==> src/common/simmem_pkg.sv <==
/*
 * Sizes and types shared by the linked-list message bank.
 * Modules refer to these by scoped name, e.g. simmem_pkg::addr_t.
 */

package simmem_pkg;

  // Number of message identifiers, each with its own list and output buffer
  localparam int NUM_IDS = 4;
  localparam int ID_W = 2;

  // Entries in the shared pool, common to all lists
  localparam int CAPACITY = 16;
  localparam int ADDR_W = 4;

  // Message payload width
  localparam int PAYLOAD_W = 8;

  // Message payload as stored in the payload RAM and the output buffers
  typedef logic [PAYLOAD_W-1:0] payload_t;

  // Index of a pool entry, also the content of the next-pointer RAM
  typedef logic [ADDR_W-1:0] addr_t;

  // Message identifier
  typedef logic [ID_W-1:0] id_t;

endpackage
==> src/linkedlist/simmem_linkedlist_bank.sv <==
/*
 * Linked-list message bank. Messages share one pool of entries, each
 * identifier keeps its own FIFO list and shows its oldest message in an
 * output buffer until it is released.
 */

`timescale 1ns/100ps

module simmem_linkedlist_bank (
  input  logic                           clk_i,
  input  logic                           rst_ni,

  input  logic                           in_valid_i,
  input  simmem_pkg::id_t                in_id_i,
  input  simmem_pkg::payload_t           in_data_i,
  output logic                           in_ready_o,

  input  logic [simmem_pkg::NUM_IDS-1:0] release_onehot_i,
  output logic [simmem_pkg::NUM_IDS-1:0] buf_valid_o,
  output simmem_pkg::payload_t           buf_data_o [simmem_pkg::NUM_IDS]
);

  // Free entry search
  logic                 any_free;
  simmem_pkg::addr_t    free_entry;
  logic                 alloc;
  logic                 free_req;
  simmem_pkg::addr_t    free_head;

  // RAM ports
  logic                 wr_req;
  simmem_pkg::addr_t    wr_addr;
  simmem_pkg::payload_t wr_data;
  simmem_pkg::addr_t    ptr_wr_addr;
  logic                 rd_req;
  simmem_pkg::addr_t    rd_addr;
  simmem_pkg::payload_t rd_payload;
  simmem_pkg::addr_t    rd_next;

  assign in_ready_o = any_free;

  list_ctrl u_list_ctrl (
    .clk_i            (clk_i),
    .rst_ni           (rst_ni),
    .in_valid_i       (in_valid_i),
    .in_id_i          (in_id_i),
    .in_data_i        (in_data_i),
    .any_free_i       (any_free),
    .free_addr_i      (free_entry),
    .release_onehot_i (release_onehot_i),
    .buf_valid_o      (buf_valid_o),
    .buf_data_o       (buf_data_o),
    .alloc_o          (alloc),
    .free_o           (free_req),
    .free_addr_o      (free_head),
    .wr_req_o         (wr_req),
    .wr_addr_o        (wr_addr),
    .wr_data_o        (wr_data),
    .ptr_wr_addr_o    (ptr_wr_addr),
    .rd_req_o         (rd_req),
    .rd_addr_o        (rd_addr),
    .rd_payload_i     (rd_payload),
    .rd_next_i        (rd_next)
  );

  free_slot_tracker u_free_slot_tracker (
    .clk_i       (clk_i),
    .rst_ni      (rst_ni),
    .alloc_i     (alloc),
    .free_i      (free_req),
    .free_addr_i (free_head),
    .any_free_o  (any_free),
    .free_addr_o (free_entry)
  );

  // Message payloads, written at the free entry
  ram_2p #(
    .data_t (simmem_pkg::payload_t)
  ) payload_ram (
    .clk_i     (clk_i),
    .wr_en_i   (wr_req),
    .wr_addr_i (wr_addr),
    .wr_data_i (wr_data),
    .rd_en_i   (rd_req),
    .rd_addr_i (rd_addr),
    .rd_data_o (rd_payload)
  );

  // Next pointers, the old tail is linked to the free entry
  ram_2p #(
    .data_t (simmem_pkg::addr_t)
  ) next_ram (
    .clk_i     (clk_i),
    .wr_en_i   (wr_req),
    .wr_addr_i (ptr_wr_addr),
    .wr_data_i (free_entry),
    .rd_en_i   (rd_req),
    .rd_addr_i (rd_addr),
    .rd_data_o (rd_next)
  );

endmodule

==> src/linkedlist/list_ctrl.sv <==
/*
 * Per-identifier list control of the message bank: heads, tails, lengths
 * and the one-entry output buffers. Issues the RAM writes for incoming
 * messages and the RAM reads that refill a buffer on release.
 */

`timescale 1ns/100ps

module list_ctrl (
  input  logic                                clk_i,
  input  logic                                rst_ni,

  input  logic                                in_valid_i,
  input  simmem_pkg::id_t                     in_id_i,
  input  simmem_pkg::payload_t                in_data_i,

  input  logic                                any_free_i,
  input  simmem_pkg::addr_t                   free_addr_i,

  input  logic [simmem_pkg::NUM_IDS-1:0]      release_onehot_i,
  output logic [simmem_pkg::NUM_IDS-1:0]      buf_valid_o,
  output simmem_pkg::payload_t                buf_data_o [simmem_pkg::NUM_IDS],

  output logic                                alloc_o,
  output logic                                free_o,
  output simmem_pkg::addr_t                   free_addr_o,

  output logic                                wr_req_o,
  output simmem_pkg::addr_t                   wr_addr_o,
  output simmem_pkg::payload_t                wr_data_o,
  output simmem_pkg::addr_t                   ptr_wr_addr_o,

  output logic                                rd_req_o,
  output simmem_pkg::addr_t                   rd_addr_o,
  input  simmem_pkg::payload_t                rd_payload_i,
  input  simmem_pkg::addr_t                   rd_next_i
);

  // One extra bit so that a single list can hold every pool entry
  typedef logic [simmem_pkg::ADDR_W:0] len_t;

  // List state
  simmem_pkg::addr_t head_q   [simmem_pkg::NUM_IDS];
  simmem_pkg::addr_t head_d   [simmem_pkg::NUM_IDS];
  simmem_pkg::addr_t head_cur [simmem_pkg::NUM_IDS];
  simmem_pkg::addr_t tail_q   [simmem_pkg::NUM_IDS];
  simmem_pkg::addr_t tail_d   [simmem_pkg::NUM_IDS];
  len_t              len_q    [simmem_pkg::NUM_IDS];
  len_t              len_d    [simmem_pkg::NUM_IDS];

  // Output buffers
  simmem_pkg::payload_t buf_q   [simmem_pkg::NUM_IDS];
  simmem_pkg::payload_t buf_d   [simmem_pkg::NUM_IDS];
  simmem_pkg::payload_t buf_cur [simmem_pkg::NUM_IDS];
  logic [simmem_pkg::NUM_IDS-1:0] buf_valid_q;
  logic [simmem_pkg::NUM_IDS-1:0] buf_valid_d;

  // Set in the cycle after a refill read, select the RAM read data
  logic [simmem_pkg::NUM_IDS-1:0] buf_refill_q;
  logic [simmem_pkg::NUM_IDS-1:0] buf_refill_d;
  logic [simmem_pkg::NUM_IDS-1:0] head_refill_q;
  logic [simmem_pkg::NUM_IDS-1:0] head_refill_d;

  logic                           accept;
  logic [simmem_pkg::NUM_IDS-1:0] acc_id;
  logic [simmem_pkg::NUM_IDS-1:0] rel_id;
  logic [simmem_pkg::NUM_IDS-1:0] list_nonempty;
  logic [simmem_pkg::NUM_IDS-1:0] to_ram;
  logic [simmem_pkg::NUM_IDS-1:0] new_list;

  assign accept = in_valid_i && any_free_i;

  for (genvar g = 0; g < simmem_pkg::NUM_IDS; g++) begin : gen_id
    assign acc_id[g] = accept && (in_id_i == simmem_pkg::id_t'(g));
    assign rel_id[g] = release_onehot_i[g] && buf_valid_q[g];
    assign list_nonempty[g] = (len_q[g] != '0);

    assign buf_cur[g] = buf_refill_q[g] ? rd_payload_i : buf_q[g];
    assign head_cur[g] = head_refill_q[g] ? rd_next_i : head_q[g];

    // An empty buffer shows an arriving message in the same cycle
    assign buf_valid_o[g] = buf_valid_q[g] | acc_id[g];
    assign buf_data_o[g] = buf_valid_q[g] ? buf_cur[g] : in_data_i;

    // Full buffer sends the message to RAM, unless a release with an
    // empty list lets the buffer take it directly
    assign to_ram[g] = acc_id[g] && buf_valid_q[g] && !(rel_id[g] && !list_nonempty[g]);
    assign new_list[g] = (len_q[g] == '0) ||
                         (len_q[g] == len_t'(1) && release_onehot_i[g]);
  end

  always_comb begin
    for (int i = 0; i < simmem_pkg::NUM_IDS; i++) begin
      head_d[i] = head_cur[i];
      tail_d[i] = tail_q[i];
      len_d[i] = len_q[i];
      buf_d[i] = buf_cur[i];
      buf_valid_d[i] = buf_valid_q[i];
      buf_refill_d[i] = 1'b0;
      head_refill_d[i] = 1'b0;

      // Release of the shown message
      if (rel_id[i]) begin
        if (list_nonempty[i]) begin
          buf_refill_d[i] = 1'b1;
          head_refill_d[i] = 1'b1;
          len_d[i] = len_q[i] - len_t'(1);
        end else if (acc_id[i]) begin
          buf_d[i] = in_data_i;
        end else begin
          buf_valid_d[i] = 1'b0;
        end
      end

      // Empty buffer takes the message, or it passes through on release
      if (acc_id[i] && !buf_valid_q[i] && !release_onehot_i[i]) begin
        buf_d[i] = in_data_i;
        buf_valid_d[i] = 1'b1;
      end

      if (to_ram[i]) begin
        len_d[i] = len_d[i] + len_t'(1);
        tail_d[i] = free_addr_i;
        if (new_list[i]) begin
          // Head comes from the free entry, not from the stale pointer read
          head_d[i] = free_addr_i;
          head_refill_d[i] = 1'b0;
        end
      end
    end
  end

  // Write port, shared by the payload and pointer RAMs
  assign wr_req_o = |to_ram;
  assign wr_addr_o = free_addr_i;
  assign wr_data_o = in_data_i;
  assign alloc_o = wr_req_o;

  // A new list writes the pointer of its own entry so that no live entry is touched
  assign ptr_wr_addr_o = new_list[in_id_i] ? free_addr_i : tail_q[in_id_i];

  // Read the head of the released list; release is one-hot
  always_comb begin
    rd_req_o = 1'b0;
    rd_addr_o = '0;
    for (int i = 0; i < simmem_pkg::NUM_IDS; i++) begin
      if (rel_id[i] && list_nonempty[i]) begin
        rd_req_o = 1'b1;
        rd_addr_o = head_cur[i];
      end
    end
  end

  assign free_o = rd_req_o;
  assign free_addr_o = rd_addr_o;

  always_ff @(posedge clk_i or negedge rst_ni) begin
    if (!rst_ni) begin
      for (int i = 0; i < simmem_pkg::NUM_IDS; i++) begin
        head_q[i] <= '0;
        tail_q[i] <= '0;
        len_q[i] <= '0;
      end
      buf_valid_q <= '0;
      buf_refill_q <= '0;
      head_refill_q <= '0;
    end else begin
      for (int i = 0; i < simmem_pkg::NUM_IDS; i++) begin
        head_q[i] <= head_d[i];
        tail_q[i] <= tail_d[i];
        len_q[i] <= len_d[i];
      end
      buf_valid_q <= buf_valid_d;
      buf_refill_q <= buf_refill_d;
      head_refill_q <= head_refill_d;
    end
  end

  // Buffer payloads
  always_ff @(posedge clk_i) begin
    for (int i = 0; i < simmem_pkg::NUM_IDS; i++) begin
      buf_q[i] <= buf_d[i];
    end
  end

endmodule

==> src/linkedlist/free_slot_tracker.sv <==
/*
 * Tracks which pool entries hold a message and offers the lowest free one.
 * The offered entry is taken on alloc_i, a named entry is returned on free_i.
 */

`timescale 1ns/100ps

module free_slot_tracker (
  input  logic              clk_i,
  input  logic              rst_ni,

  input  logic              alloc_i,
  input  logic              free_i,
  input  simmem_pkg::addr_t free_addr_i,

  output logic              any_free_o,
  output simmem_pkg::addr_t free_addr_o
);

  // One bit per pool entry, set while the entry holds a message
  logic [simmem_pkg::CAPACITY-1:0] valid_q;
  logic [simmem_pkg::CAPACITY-1:0] valid_d;

  // Priority encoder, lowest clear bit wins
  always_comb begin
    free_addr_o = '0;
    for (int k = simmem_pkg::CAPACITY - 1; k >= 0; k--) begin
      if (!valid_q[k]) begin
        free_addr_o = simmem_pkg::addr_t'(k);
      end
    end
  end

  assign any_free_o = ~&valid_q;

  // Alloc and free never name the same entry, so both may apply at once
  always_comb begin
    valid_d = valid_q;
    if (alloc_i) begin
      valid_d[free_addr_o] = 1'b1;
    end
    if (free_i) begin
      valid_d[free_addr_i] = 1'b0;
    end
  end

  always_ff @(posedge clk_i or negedge rst_ni) begin
    if (!rst_ni) begin
      valid_q <= '0;
    end else begin
      valid_q <= valid_d;
    end
  end

endmodule

==> src/linkedlist/ram_2p.sv <==
/*
 * Two-port RAM with one write port and one registered read port.
 * Serves as payload store and as next-pointer store of the message bank.
 */

`timescale 1ns/100ps

module ram_2p #(
  parameter type data_t = simmem_pkg::payload_t
) (
  input  logic              clk_i,

  input  logic              wr_en_i,
  input  simmem_pkg::addr_t wr_addr_i,
  input  data_t             wr_data_i,

  input  logic              rd_en_i,
  input  simmem_pkg::addr_t rd_addr_i,
  output data_t             rd_data_o
);

  data_t mem_q [simmem_pkg::CAPACITY];

  always_ff @(posedge clk_i) begin
    if (wr_en_i) begin
      mem_q[wr_addr_i] <= wr_data_i;
    end
  end

  // Read data appears one cycle after the request and then holds
  always_ff @(posedge clk_i) begin
    if (rd_en_i) begin
      rd_data_o <= mem_q[rd_addr_i];
    end
  end

endmodule

==> config.mk <==
export PLATFORM = sky130hd
export DESIGN_NAME = simmem_linkedlist_bank
export DESIGN_NICKNAME = d
export VERILOG_FILES = /design/src/common/simmem_pkg.sv /design/src/linkedlist/simmem_linkedlist_bank.sv /design/src/linkedlist/list_ctrl.sv /design/src/linkedlist/free_slot_tracker.sv /design/src/linkedlist/ram_2p.sv
export SDC_FILE = /design/constraint.sdc
export NUM_CORES = 1
export LEC_CHECK = 0
export ABC_CLOCK_PERIOD_IN_PS = 3200
export BUFFER_PORTS_ARGS = -buffer_cell sky130_fd_sc_hd__buf_4
export CAP_MARGIN = 20
export CORE_ASPECT_RATIO = 0.5
export CORE_MARGIN = 3
export CORE_UTILIZATION = 45
export CTS_BUF_LIST = sky130_fd_sc_hd__clkbuf_16
export CTS_CLUSTER_DIAMETER = 40
export DETAILED_ROUTE_END_ITERATION = 12
export PLACE_DENSITY = 0.67
export SYNTH_ARGS = -nofsm -noshare
export SYNTH_HDL_FRONTEND = slang
export SYNTH_SLANG_ARGS = --single-unit
==> constraint.sdc <==
create_clock -name clk_i -period 3.2 [get_ports clk_i]
set_input_delay 0.96 -clock clk_i [delete_from_list [all_inputs] [get_ports clk_i]]
set_output_delay 0.96 -clock clk_i [all_outputs]
set_load 0.02 [all_outputs]
# Word level (Yosys, flattened, before mapping)
# Memory sizes are Yosys's and may differ from the RTL's. A register that Yosys moved wholly into a read port is not among the register bits.
# Cells that the tools add are included.
dict set report op_classes {
  order_cmp 6
  n_reduce_logical 79
  addsub 8
  n_mux 118
  bitwise 8
  n_eq_ne 15
}
# cell n
set op_table {}
lappend op_table {{2-to-1 mux 8 bit} 24}
lappend op_table {{2-to-1 mux 4 bit} 35}
lappend op_table {{2-to-1 mux 5 bit} 12}
lappend op_table {{2-to-1 mux 1 bit} 41}
lappend op_table {{logical AND 1 bit} 39}
lappend op_table {{2-to-1 mux 16 bit} 2}
lappend op_table {{adder 5 x 1 -> 5 bit (second input constant)} 4}
lappend op_table {{equality test 5 x 1 -> 1 bit (second input constant)} 4}
lappend op_table {{logical NOT 5 bit} 4}
lappend op_table {{nonzero test 5 bit} 4}
lappend op_table {{subtractor 5 x 1 -> 5 bit (second input constant)} 4}
lappend op_table {{logical NOT 1 bit} 17}
lappend op_table {{AND 16 bit} 1}
lappend op_table {{inequality test 2 bit (second input constant)} 8}
lappend op_table {{NOT 16 bit} 1}
lappend op_table {{bitwise OR 16 bit} 1}
lappend op_table {{AND reduction 16 bit} 1}
lappend op_table {{AND reduction 3 bit} 4}
lappend op_table {{less-than comparator 4 x 5 -> 1 bit (second input constant)} 2}
lappend op_table {{binary-select mux 4 bit (select 2 bit)} 1}
lappend op_table {{demux 1 bit (select 4 bit)} 2}
lappend op_table {{>= comparator 4 x 1 -> 1 bit (second input constant)} 2}
lappend op_table {{nonzero test 2 bit} 4}
lappend op_table {{equality test 2 bit (second input constant)} 2}
lappend op_table {{other kinds (9)} 15}
dict set report word_totals {
  register_bits 80
  memories 3
  ramBits 224
}
# memory depth word_bits read_ports rd_clocked_by_memory_dff wr line_no
set mem_list {}
lappend mem_list {payload_ram.mem_q 16 8 1 1 1 ram_2p.sv:22} ;# data_t mem_q [simmem_pkg::CAPACITY];
lappend mem_list {next_ram.mem_q 16 4 1 1 1 ram_2p.sv:22}
lappend mem_list {u_list_ctrl.buf_q 4 8 4 0 4 list_ctrl.sv:52} ;# simmem_pkg::payload_t buf_q [simmem_pkg::NUM_IDS];

# Longest topological paths before layout
# Gate-level depths: netlist of run 1.
dict set report logic_depth {
  depth_word 24
  mapped_depth 14
  depth_no_buf 14
}

# By module
# From an unflattened synthesis of run 1, not the netlist that was laid out.
dict set report unflattened {
  hier_cells 987
  area_unflattened_um2 14491.4
}
# mod cells_each area_per_inst_um2 n_inst
set by_module_without_submodules {}
lappend by_module_without_submodules {list_ctrl 517 5587.9 1}
lappend by_module_without_submodules {{ram_2p at payload_ram} 229 5227.5 1}
lappend by_module_without_submodules {{ram_2p at next_ram} 130 2706.3 1}
lappend by_module_without_submodules {free_slot_tracker 111 969.7 1}

# Worst setup path after synthesis of run 1
# Ideal clock, no wire load.
dict set report synth_timing {
  kind {input to register}
  startpoint {input in_id_i[0]}
  endpoint {memory payload_ram.mem_q[3][0] (netlist name) (enable)}
  slack_ps -245
  required_time_ps 2814
  stages 8
  n_path_buf 2
  arrival_time_ps 3059
  cell_sequence {clkbuf_1 > clkbuf_1 > nand4b_1 > a21o_1 > nand2b_1 > nand4_1 > nand3_1 > nor3_1}
}
dict set report synth_between {
  elab_chain_cells 7
  elab_cells_between_ends 19
}
# element line_no
set synth_lines {}
lappend synth_lines {{start, declared} simmem_linkedlist_bank.sv:14} ;# input simmem_pkg::id_t in_id_i,
lappend synth_lines {{equality test 2 x 1 -> 1 bit (tied with other cells)} list_ctrl.sv:74} ;# assign acc_id[g] = accept && (in_id_i == simmem_pkg::id_t'(g));
lappend synth_lines {{logical AND 1 bit} list_ctrl.sv:74}
lappend synth_lines {{logical AND 1 bit (2 in a row)} list_ctrl.sv:87} ;# assign to_ram[g] = acc_id[g] && buf_valid_q[g] && !(rel_id[g] && !list_nonempty[g]);
lappend synth_lines {{OR reduction 4 bit *} list_ctrl.sv:134} ;# assign wr_req_o = |to_ram;
lappend synth_lines {{2-to-1 mux 1 bit *} ram_2p.sv:25} ;# if (wr_en_i) begin
lappend synth_lines {{2-to-1 mux 1 bit (implied by the code) *} ram_2p.sv:26} ;# mem_q[wr_addr_i] <= wr_data_i;
lappend synth_lines {{end, declared} ram_2p.sv:22}
# Mark *: on every way between the ends. The rest lies on a longest branch, timed or not.

# Final worst setup path of run 1
dict set report layout_timing {
  startpoint {register u_free_slot_tracker.valid_q[7] (netlist name)}
  endpoint {output buf_valid_o[3] (netlist name)}
}
dict set report layout_between {
  elab_chain_cells 5
}
# element line_no
set layout_lines {}
lappend layout_lines {{start, declared} free_slot_tracker.sv:21} ;# logic [simmem_pkg::CAPACITY-1:0] valid_q;
lappend layout_lines {{start signal, assigned} free_slot_tracker.sv:51} ;# valid_q <= valid_d;
lappend layout_lines {{AND reduction 16 bit} free_slot_tracker.sv:34} ;# assign any_free_o = ~&valid_q;
lappend layout_lines {{logical NOT 1 bit} free_slot_tracker.sv:34}
lappend layout_lines {{logical AND 1 bit} list_ctrl.sv:71} ;# assign accept = in_valid_i && any_free_i;
lappend layout_lines {{logical AND 1 bit} list_ctrl.sv:74}
lappend layout_lines {{bitwise OR 1 bit} list_ctrl.sv:82} ;# assign buf_valid_o[g] = buf_valid_q[g] | acc_id[g];
lappend layout_lines {{end, declared} simmem_linkedlist_bank.sv:19} ;# output logic [simmem_pkg::NUM_IDS-1:0] buf_valid_o,
# No other way between the ends.

==> results.json, run 1 <==
{
  "status": "finished, violations left",
  "failed_checks": "negative setup slack",
  "clk_pin_slew_ns": 0.07,
  "swShare_pct": 37.2,
  "switchingPower_uw": 5800,
  "track_usage_pct": 23.0,
  "hpwlAfterDp_mm": 27.4,
  "path_delay_family": "simple AND/OR/NAND/NOR gates",
  "numCtsBuffers": 31,
  "grt_pass1_vias": 10513,
  "cp_num_buf_inv": 1,
  "num_vias": 10931,
  "async_flop_share_pct": 25.3,
  "finalHoldViolCount": 0,
  "p_int_uw": 9800,
  "clk_latency_ns": 0.58,
  "path_max_fanout": 3,
  "route.detailed.drc": 0,
  "power.density_nw_per_um2": 879,
  "cts_tree": "done",
  "fin_nets": 1471,
  "die_w_um": 258,
  "rows": 45,
  "worstPathArrival_ns": 2.29,
  "grt_max_degree": 53,
  "antenna_cells": 0,
  "portBuffers": 53,
  "core_area_um2": 30800,
  "ys.flop_type": "edfxtp_1",
  "ys_types": 66,
  "worst_pin_slew_ns": 1.05,
  "finalClockSkew_ns": 0.0140,
  "die_h_um": 132,
  "placed_area_um2": 16100,
  "cts_root_buffer": "clkbuf_16",
  "grt_pass1_wl_mm": 60.8,
  "setup_slack_ns": -0.0494,
  "gp_congestion": 0.921,
  "path_cells": "nand4_1 -> o41a_1 -> and3_4 -> or2_4 -> buf_6",
  "seqPwrFrac_pct": 36.6,
  "p_leak_uw": 0.00693,
  "start_kind": "flip-flop",
  "synth_edf_count": 204,
  "syn_avg_cell_area_um2": 11.5,
  "place_ws_ns": -0.199,
  "slew_headroom_pct": 29.9,
  "maxCapViolations": 0,
  "hold-worst-slack_ns": 0.324,
  "area_growth_pct": 24.2,
  "synth-seq-cells": 316,
  "drtPass1Iterations": 5,
  "pwr-share-clk_pct": 23.7,
  "boundaryPins": 54,
  "yosysWarnings": 0,
  "rsz0062_at_grt": "true",
  "min_period_over_period_pct": 102,
  "drt_iter0_drc": 1065,
  "grt_overflow": 0,
  "fin_crit_ns": 3.25,
  "path_class": "reg2out",
  "drive_gt1_share_pct": 23.7,
  "max_clock_freq_ghz": 0.308,
  "drv_slew": 0,
  "synth_nets": 1273,
  "cp_slowest_cell": "o41a_1",
  "setup_viol": 3,
  "finalWirelength_mm": 41.2,
  "vias_per_cell": 5.78,
  "yosysSeqAreaShare_pct": 61.4,
  "wl_per_cell_um": 21.8,
  "power_frac_comb_pct": 39.7,
  "final_antenna_net_count": 0,
  "critical-path-max-stage-delay_ns": 0.53,
  "critPathCaptureType": "primary output",
  "hold_path.class": "in2async",
  "initial_core_util_pct": 46.4,
  "finish.instance_area_um2": 17700,
  "cts_buffer_depth": 3,
  "fp.dieArea_um2": 34000,
  "required_ns": 2.24,
  "syn_area_um2": 14300,
  "antenna_found_initial": 0,
  "peakVddDrop_uv": 490,
  "htreeDepth": 1,
  "synth_cells": 1244,
  "cts.sinks": 316
}
==> synthesized netlist by cell type (6+ instances only) <==
library cell | count | area, µm²
a21oi_1 | 105 | 526
nand4_1 | 7 | 43.8
a32o_1 | 24 | 240
mux2i_1 | 98 | 981
nand2b_1 | 11 | 68.8
nor4_1 | 20 | 125
xor2_1 | 9 | 78.8
dfxtp_1 | 32 | 641
dfrtp_1 | 80 | 2000
nand2_1 | 199 | 747
mux2_2 | 10 | 113
nand3_1 | 65 | 325
o21ai_0 | 24 | 120
nor3_1 | 37 | 185
o22a_1 | 15 | 131
ha_1 | 12 | 150
nor2_1 | 95 | 357
buf_1 | 9 | 33.8
inv_1 | 34 | 128
buf_2 | 16 | 80.1
clkbuf_1 | 35 | 131
edfxtp_1 | 204 | 6130
xnor2_1 | 9 | 78.8
and2_1 | 7 | 43.8
or2_2 | 6 | 37.5
==> area by class of cell <==
class | instances | area (µm²)
fillers | 2473 | 13100
clock buffers | 31 | 776
inverters | 36 | 138
multi-input cells | 826 | 5320
clock inverters | 27 | 265
flip-flops and latches | 316 | 8770
repair buffers | 231 | 1940
well taps | 423 | 529
==> stage by stage <==
| stage | total power (µW) | std cells | utilization, % | TNS, ns |
|---|---|---|---|---|
| floorplan | 8940 | 1244 | - | -5.73 |
| global placement | 11100 | 1793 | 52.4 | -10.15 |
| detailed placement | 11300 | 1793 | 52.4 | -12.79 |
| CTS | 15000 | 1870 | 56.4 | -0.0187 |
| global route | 16300 | 1890 | 57.6 | -0.523 |
| finish | 15600 | 1890 | 57.6 | -0.0727 |
==> state kept, by name, indices dropped and copies added, names as in the netlist <==
name / count
payload_ram.mem_q: 128
next_ram.mem_q: 64
u_list_ctrl.buf_q: 32
u_list_ctrl.len_q: 20
u_free_slot_tracker.valid_q: 16
u_list_ctrl.head_q: 16
u_list_ctrl.tail_q: 16
payload_ram.rd_data_o: 8
next_ram.rd_data_o: 4
u_list_ctrl.buf_refill_q: 4
u_list_ctrl.buf_valid_q: 4
u_list_ctrl.head_refill_q: 4
==> routing by layer <==
layer  share of wire [%]  global-route usage [%]  wire length [µm]
met5                   0                       0                 0
met4                 2.0                    4.75               833
met3                 9.6                    5.60              3960
met2                  45                    36.1             18600
met1                  43                    32.6             17800
==> power groups by stage <==
stage	registers, µW	logic (µW)	clock network [µW]
2_1_floorplan	5480	3460	0
3_3_place_gp	5730	5330	0
3_5_place_dp	5750	5500	0
4_1_cts	5660	5640	3730
5_1_grt	5760	6610	3900
6_report	5710	6190	3700
==> logic make-up (layout without fill, tap and decap cells) <==
kind of cell / after synthesis / count (layout) / synth area share [%]
mux: 113 / 113 / 8.44
buf+inv: 102 / 325 / 3.14
fa+ha+maj: 12 / 12 / 1.05
flops: 316 / 316 / 61.4
compound gates: 210 / 210 / 9.73
simple gates: 473 / 473 / 15.1
xor+xnor: 18 / 18 / 1.10
==> cell usage in the layout (no fill, tap or decap), drive strengths merged, types with 5 or more instances in the layout <==
| cell type | count |
|---|---|
| nor3b | 5 |
| clkbuf | 34 |
| nand2 | 199 |
| mux2i | 98 |
| mux2 | 10 |
| nor3 | 37 |
| a32o | 24 |
| dfrtp | 80 |
| a21oi | 105 |
| mux4 | 5 |
| nand2b | 11 |
| nor4 | 20 |
| clkinv | 9 |
| nand4 | 7 |
| a211oi | 5 |
| ha | 12 |
| xnor2 | 9 |
| xor2 | 9 |
| dfxtp | 32 |
| o21ai | 25 |
| edfxtp | 204 |
| and2 | 7 |
| nand3 | 65 |
| or2 | 6 |
| o22a | 15 |
| inv | 49 |
| buf | 228 |
| nor2 | 95 |
==> path summary, 6_finish.rpt <==
kind | from | cells past startpoint | slack [ns] | to
worst max-delay path | u_free_slot_tracker.valid_q[7] | 5 | -0.05 | buf_valid_o[3]
worst min-delay path | rst_ni | 1 | 0.32 | u_list_ctrl.len_q[8]
worst max register to register | u_list_ctrl.len_q[10] | 11 | 0.01 | payload_ram.rd_data_o[2]
worst min register to register | u_list_ctrl.tail_q[11] | 2 | 0.48 | u_list_ctrl.tail_q[11]
max in group asynchronous | rst_ni | 2 | 2.25 | u_free_slot_tracker.valid_q[4]
min in group clk_i | u_list_ctrl.tail_q[11] | 2 | 0.48 | u_list_ctrl.tail_q[11]
==> timing repair <==
item,CTS,global route
gates resized for setup,12,36
setup endpoints to repair,14,42
hold buffers,0,0
pin swaps,7,9
cloned,0,3
setup buffers,19,17
(Power assumes the default switching activity.)
==> inputs of run 2 (changes only) <==
Settings changed: CORE_UTILIZATION 45 to 30, PLACE_DENSITY 0.67 to 0.5.
==> run 2 against run 1 <==
The flow still finishes with violations (negative setup slack). Clock-buffer cell count grew 9. Critical endpoint unchanged. Design area is 4.9% higher. Flip-flop and latch count stayed put. Routed wire length is 5.4% higher. Cell count up 13%. Non-clock buffer count rose by 24. Critical path type unchanged. Maximum frequency down 0.13%.
==> results.json, run 2 (same netlist as run 1, synthesis figures left out) <==
{
  "layout_common_cells": "buf_4, edfxtp_1, nand2_1, a21oi_1, mux2i_1",
  "grt_max_degree": 43,
  "htreeDepth": 2,
  "cts_buffer_depth": 3,
  "cts.sinks": 316,
  "power.density_nw_per_um2": 904,
  "portBuffers": 53,
  "track_usage_pct": 16.9,
  "clk_latency_ns": 0.56,
  "failed_checks": "negative setup slack",
  "finalWirelength_mm": 43.4,
  "biggestRegsByFlops": "payload_ram.mem_q (128), next_ram.mem_q (64), u_list_ctrl.buf_q (32)",
  "finalClockSkew_ns": 0.0333,
  "core_area_um2": 46100,
  "antenna_found_initial": 0,
  "setup_viol": 1,
  "num_vias": 10836,
  "status": "finished, violations left",
  "fin_nets": 1504,
  "grt_pass1_vias": 10792,
  "largest_reg_flops": 128,
  "drv_slew": 0,
  "multi_input_area_um2": 5370,
  "path_class": "reg2out",
  "cts_root_buffer": "clkbuf_16",
  "grt_pass1_wl_mm": 65.6,
  "rsz0062_at_grt": "true",
  "wl_per_cell_um": 20.4,
  "p_leak_uw": 0.00722,
  "antenna_cells": 0,
  "die_h_um": 160,
  "final-seq-area_um2": 8770,
  "max_clock_freq_ghz": 0.307,
  "instances_no_fill": 2132,
  "start_kind": "flip-flop",
  "fin_tns_setup_ns": -0.0535,
  "finalHoldViolCount": 0,
  "fillerInstances": 4372,
  "route.detailed.drc": 0,
  "final_antenna_net_count": 0,
  "fp.dieArea_um2": 50400,
  "drt_iter0_drc": 993,
  "drive_gt1_share_pct": 27.2,
  "setup_slack_ns": -0.0535,
  "gp_congestion": 0.875,
  "vias_per_cell": 5.08,
  "required_ns": 2.24,
  "critical-path-max-stage-delay_ns": 0.44,
  "area_growth_pct": 30.2,
  "fin_crit_ns": 3.25,
  "path_max_fanout": 3,
  "numCtsBuffers": 40,
  "top_register": "payload_ram.mem_q",
  "slew_headroom_pct": 57.1,
  "hold_path.class": "in2async",
  "maxCapViolations": 0,
  "cts_tree": "done",
  "worstPathArrival_ns": 2.29,
  "rows": 55,
  "grt_overflow": 0,
  "mostFrequentLayoutCell": "buf_4",
  "boundaryPins": 54,
  "hpwlAfterDp_mm": 30.0,
  "min_period_over_period_pct": 102,
  "initial_core_util_pct": 31.0,
  "place_inst": 2025,
  "die_w_um": 315,
  "cp_slowest_cell": "o41a_1",
  "place_ws_ns": -0.287,
  "worst_pin_slew_ns": 0.644,
  "clk_pin_slew_ns": 0.06,
  "critPathCaptureType": "primary output",
  "path_cells": "nand4_1 -> buf_4 -> o41a_1 -> and3_4 -> or2_4 -> buf_6",
  "peakVddDrop_uv": 407,
  "drtPass1Iterations": 5
}
==> run 2: cell count changes in the layout (fill, tap and decap cells not counted), moves of 4 or more <==
| cell | before | now |
|---|---|---|
| buf_8 | 0 | 4 |
| clkbuf_16 | 34 | 43 |
| inv_8 | 1 | 5 |
| nand2_2 | 0 | 5 |
| inv_1 | 44 | 36 |
| nand2_1 | 197 | 192 |
| buf_4 | 212 | 230 |
==> run 2: cell type report <==
class	instances	share of cell area, %
clock buffers	40	5.38
repair buffers	255	11.6
flip-flops and latches	316	47.1
inverters	36	0.726
multi-input cells	826	28.9
well taps	627	4.22
clock inverters	32	2.09
==> run 2: final timing paths <==
check / from / to / slack (ns) / cells past startpoint
worst max-delay path: u_free_slot_tracker.valid_q[9] / buf_valid_o[3] / -0.05 / 6
worst min-delay path: rst_ni / u_list_ctrl.len_q[2] / 0.42 / 1
worst max register to register: u_list_ctrl.len_q[11] / payload_ram.rd_data_o[2] / 0.01 / 12
worst min register to register: u_list_ctrl.tail_q[4] / u_list_ctrl.tail_q[4] / 0.48 / 2
max in group asynchronous: rst_ni / u_list_ctrl.head_refill_q[2] / 2.10 / 2
min in group clk_i: u_list_ctrl.tail_q[4] / u_list_ctrl.tail_q[4] / 0.48 / 2
==> run 2: report_power, final <==
part | switching (µW) | internal [µW] | leakage, µW
registers | 555 | 5130 | 0.00317
clock network | 1870 | 2830 | 0.000689
logic | 3670 | 2750 | 0.00336
==> run 2: stage by stage <==
step           utilization (%)  cell area [µm²]  power [µW]  hold slack [ns]
2_1_floorplan                -            14300        8940            0.445
3_3_place_gp              36.0            16600       11400            0.458
3_5_place_dp              36.0            16600       11600            0.468
4_1_cts                   39.4            18200       16300            0.436
5_1_grt                   40.3            18600       17700            0.457
6_report                  40.3            18600       16800            0.421
==> run 2: routing by layer <==
metal	track usage (%)	vias up	share of wire [%]
li1	-	5028	-
met1	25.0	5431	48
met2	25.9	315	44
met3	2.76	62	6.4
met4	4.10	0	1.8
met5	0	-	0
==> run 2: timing repair <==
| item | 4_1_cts | 5_1_grt |
|---|---|---|
| cloned | 0 | 3 |
| pin swaps | 8 | 13 |
| endpoints found under the setup margin | 40 | 111 |
| buffers inserted | 18 | 14 |
| resized for setup | 9 | 61 |
| hold buffers | 0 | 0 |
==> run 2: worst max-delay path, delay by kind of cell, from the launching register on <==
family | cells | cell delay [ns]
AO/OA/AOI/OAI | 1 | 0.44
AND/OR/NAND/NOR | 3 | 0.61
flip-flops | 1 | 0.36
buffers and inverters | 2 | 0.33
==> inputs of run 3 (changes only) <==
Settings changed: CORE_ASPECT_RATIO 0.5 to 0.8, CTS_CLUSTER_SIZE set to 24, SLEW_MARGIN set to 20.
==> run 3 against run 2 <==
The flow still finishes with violations (negative setup slack). First-iteration DRC count down 15%. Global-route usage fell by 0.55 points. Critical path depth rose by 2. Clock skew is 0.020 ns lower. Clock-buffer cell count grew 9. Worst setup slack got worse by 0.098 ns. Critical path type unchanged. Hold slack worse by 0.0026 ns. Sequential share of layout area is 1.1 points lower. Core utilization increased by 0.77 points. Maximum frequency fell by 2.9%. Routed wire length fell by 1.3%. Non-clock buffer count shrank 14.
==> results.json, run 3 (same netlist as run 1, synthesis figures left out) <==
{
  "status": "finished, violations left",
  "failed_checks": "negative setup slack",
  "rsz0062_at_grt": "true",
  "setup_slack_ns": -0.151,
  "peakVddDrop_uv": 400,
  "start_kind": "flip-flop",
  "fp.dieArea_um2": 50300,
  "clk_pin_slew_ns": 0.06,
  "core_area_um2": 46300,
  "portBuffers": 53,
  "vias_per_cell": 5.05,
  "drive_gt1_share_pct": 28.9,
  "slew_headroom_pct": 52.2,
  "gp_congestion": 0.822,
  "grt_pass1_vias": 10430,
  "finalHoldViolCount": 0,
  "power.total_uw": 17600,
  "setup_viol": 5,
  "cts_root_buffer": "clkbuf_16",
  "worst_pin_slew_ns": 0.714,
  "top_register": "payload_ram.mem_q",
  "cts_tree": "done",
  "postCtsHoldBufs": 0,
  "antenna_cells": 0,
  "grt_overflow": 0,
  "crit_start": "u_free_slot_tracker.valid_q[2]",
  "required_ns": 2.24,
  "worstPathArrival_ns": 2.39,
  "p_leak_uw": 0.00739,
  "finalWirelength_mm": 42.9,
  "maxCapViolations": 0,
  "antenna_found_initial": 1,
  "die_h_um": 201,
  "biggestRegsByFlops": "payload_ram.mem_q (128), next_ram.mem_q (64), u_list_ctrl.buf_q (32)",
  "htreeDepth": 2,
  "clk_latency_ns": 0.55,
  "drtPass1Iterations": 5,
  "mostFrequentLayoutCell": "buf_4",
  "numCtsBuffers": 46,
  "r2r_start": "u_list_ctrl.len_q[11]",
  "fin_nets": 1496,
  "finalClockSkew_ns": 0.0131,
  "largest_reg_flops": 128,
  "cts.sinks": 316,
  "hpwlAfterDp_mm": 28.5,
  "path_class": "reg2out",
  "initial_core_util_pct": 30.8,
  "boundaryPins": 54,
  "area_growth_pct": 33.4,
  "min_period_over_period_pct": 105,
  "final_antenna_net_count": 0,
  "power.density_nw_per_um2": 923,
  "num_vias": 10676,
  "rows": 70,
  "critPathCaptureType": "primary output",
  "layout_common_cells": "buf_4, edfxtp_1, nand2_1, a21oi_1, nor2_1",
  "track_usage_pct": 16.4,
  "path_max_fanout": 4,
  "hold_path.class": "in2async",
  "hold-worst-slack_ns": 0.419,
  "grt_max_degree": 41,
  "max_clock_freq_ghz": 0.298,
  "wl_per_cell_um": 20.3,
  "route.detailed.drc": 0,
  "cts_buffer_depth": 3,
  "fin_crit_ns": 3.35,
  "die_w_um": 250,
  "drt_iter0_drc": 841,
  "grt_pass1_wl_mm": 63.7,
  "drv_slew": 0
}
-- run 3: metal layers --
| metal | vias up | routed length, µm | GRT usage (%) |
|---|---|---|---|
| met5 | - | 0 | 0 |
| met3 | 59 | 3130 | 3.53 |
| met1 | 5298 | 20900 | 24.8 |
| li1 | 5025 | - | - |
| met2 | 294 | 18000 | 23.7 |
| met4 | 0 | 762 | 3.93 |
-- run 3: final timing paths --
kind	endpoint	slack [ns]	depth (start not counted)
worst min-delay path	u_list_ctrl.len_q[17]	0.42	1
worst max register to register	payload_ram.rd_data_o[3]	-0.03	11
min in group clk_i	u_list_ctrl.tail_q[3]	0.48	2
max in group asynchronous	u_list_ctrl.head_q[7]	2.11	2
worst max-delay path	buf_valid_o[2]	-0.15	8
worst min register to register	u_list_ctrl.tail_q[3]	0.48	2
-- run 3: cell type report --
class | count | area (µm²)
Multi-Input combinational cell | 826 | 5540
Clock buffer | 49 | 1230
Inverter | 36 | 139
Sequential cell | 316 | 8770
Tap cell | 612 | 766
Clock inverter | 36 | 373
Timing Repair Buffer | 241 | 2240
Fill cell | 4334 | 27300
-- run 3: per-stage QoR --
step	setup TNS, ns	instances	setup slack [ns]	cell area, µm²	utilization [%]
after global placement	-41.24	1988	-0.474	16500	35.7
after floorplan	-5.73	1244	-0.136	14300	-
after CTS	-0.308	2097	-0.139	18400	39.8
after global routing	-2.41	2116	-0.228	19000	41.1
final	-0.498	2116	-0.151	19000	41.1
after detailed placement	-37.96	1988	-0.442	16500	35.7
-- run 3: where the power goes --
part | switching, µW | total [µW] | internal [µW]
sequential | 555 | 5680 | 5130
clock | 1990 | 5210 | 3220
combinational | 3700 | 6690 | 2990
-- run 3: repair_timing --
action                     in CTS  in global routing
buffers inserted               23                 12
pin swaps                      10                 29
setup endpoints to repair      71                208
gates cloned                    1                  8
resized for setup              24                 80
-- run 3: critical path, stage by stage, from the launching register on --
cell and delay, ns:
dfrtp_1 0.36, nand4_1 0.24, nor4_4 0.38, buf_4 0.20, clkinvlp_4 0.13, nand2_4 0.11, nor3b_4 0.05, or2_4 0.24
buf_6 0.13
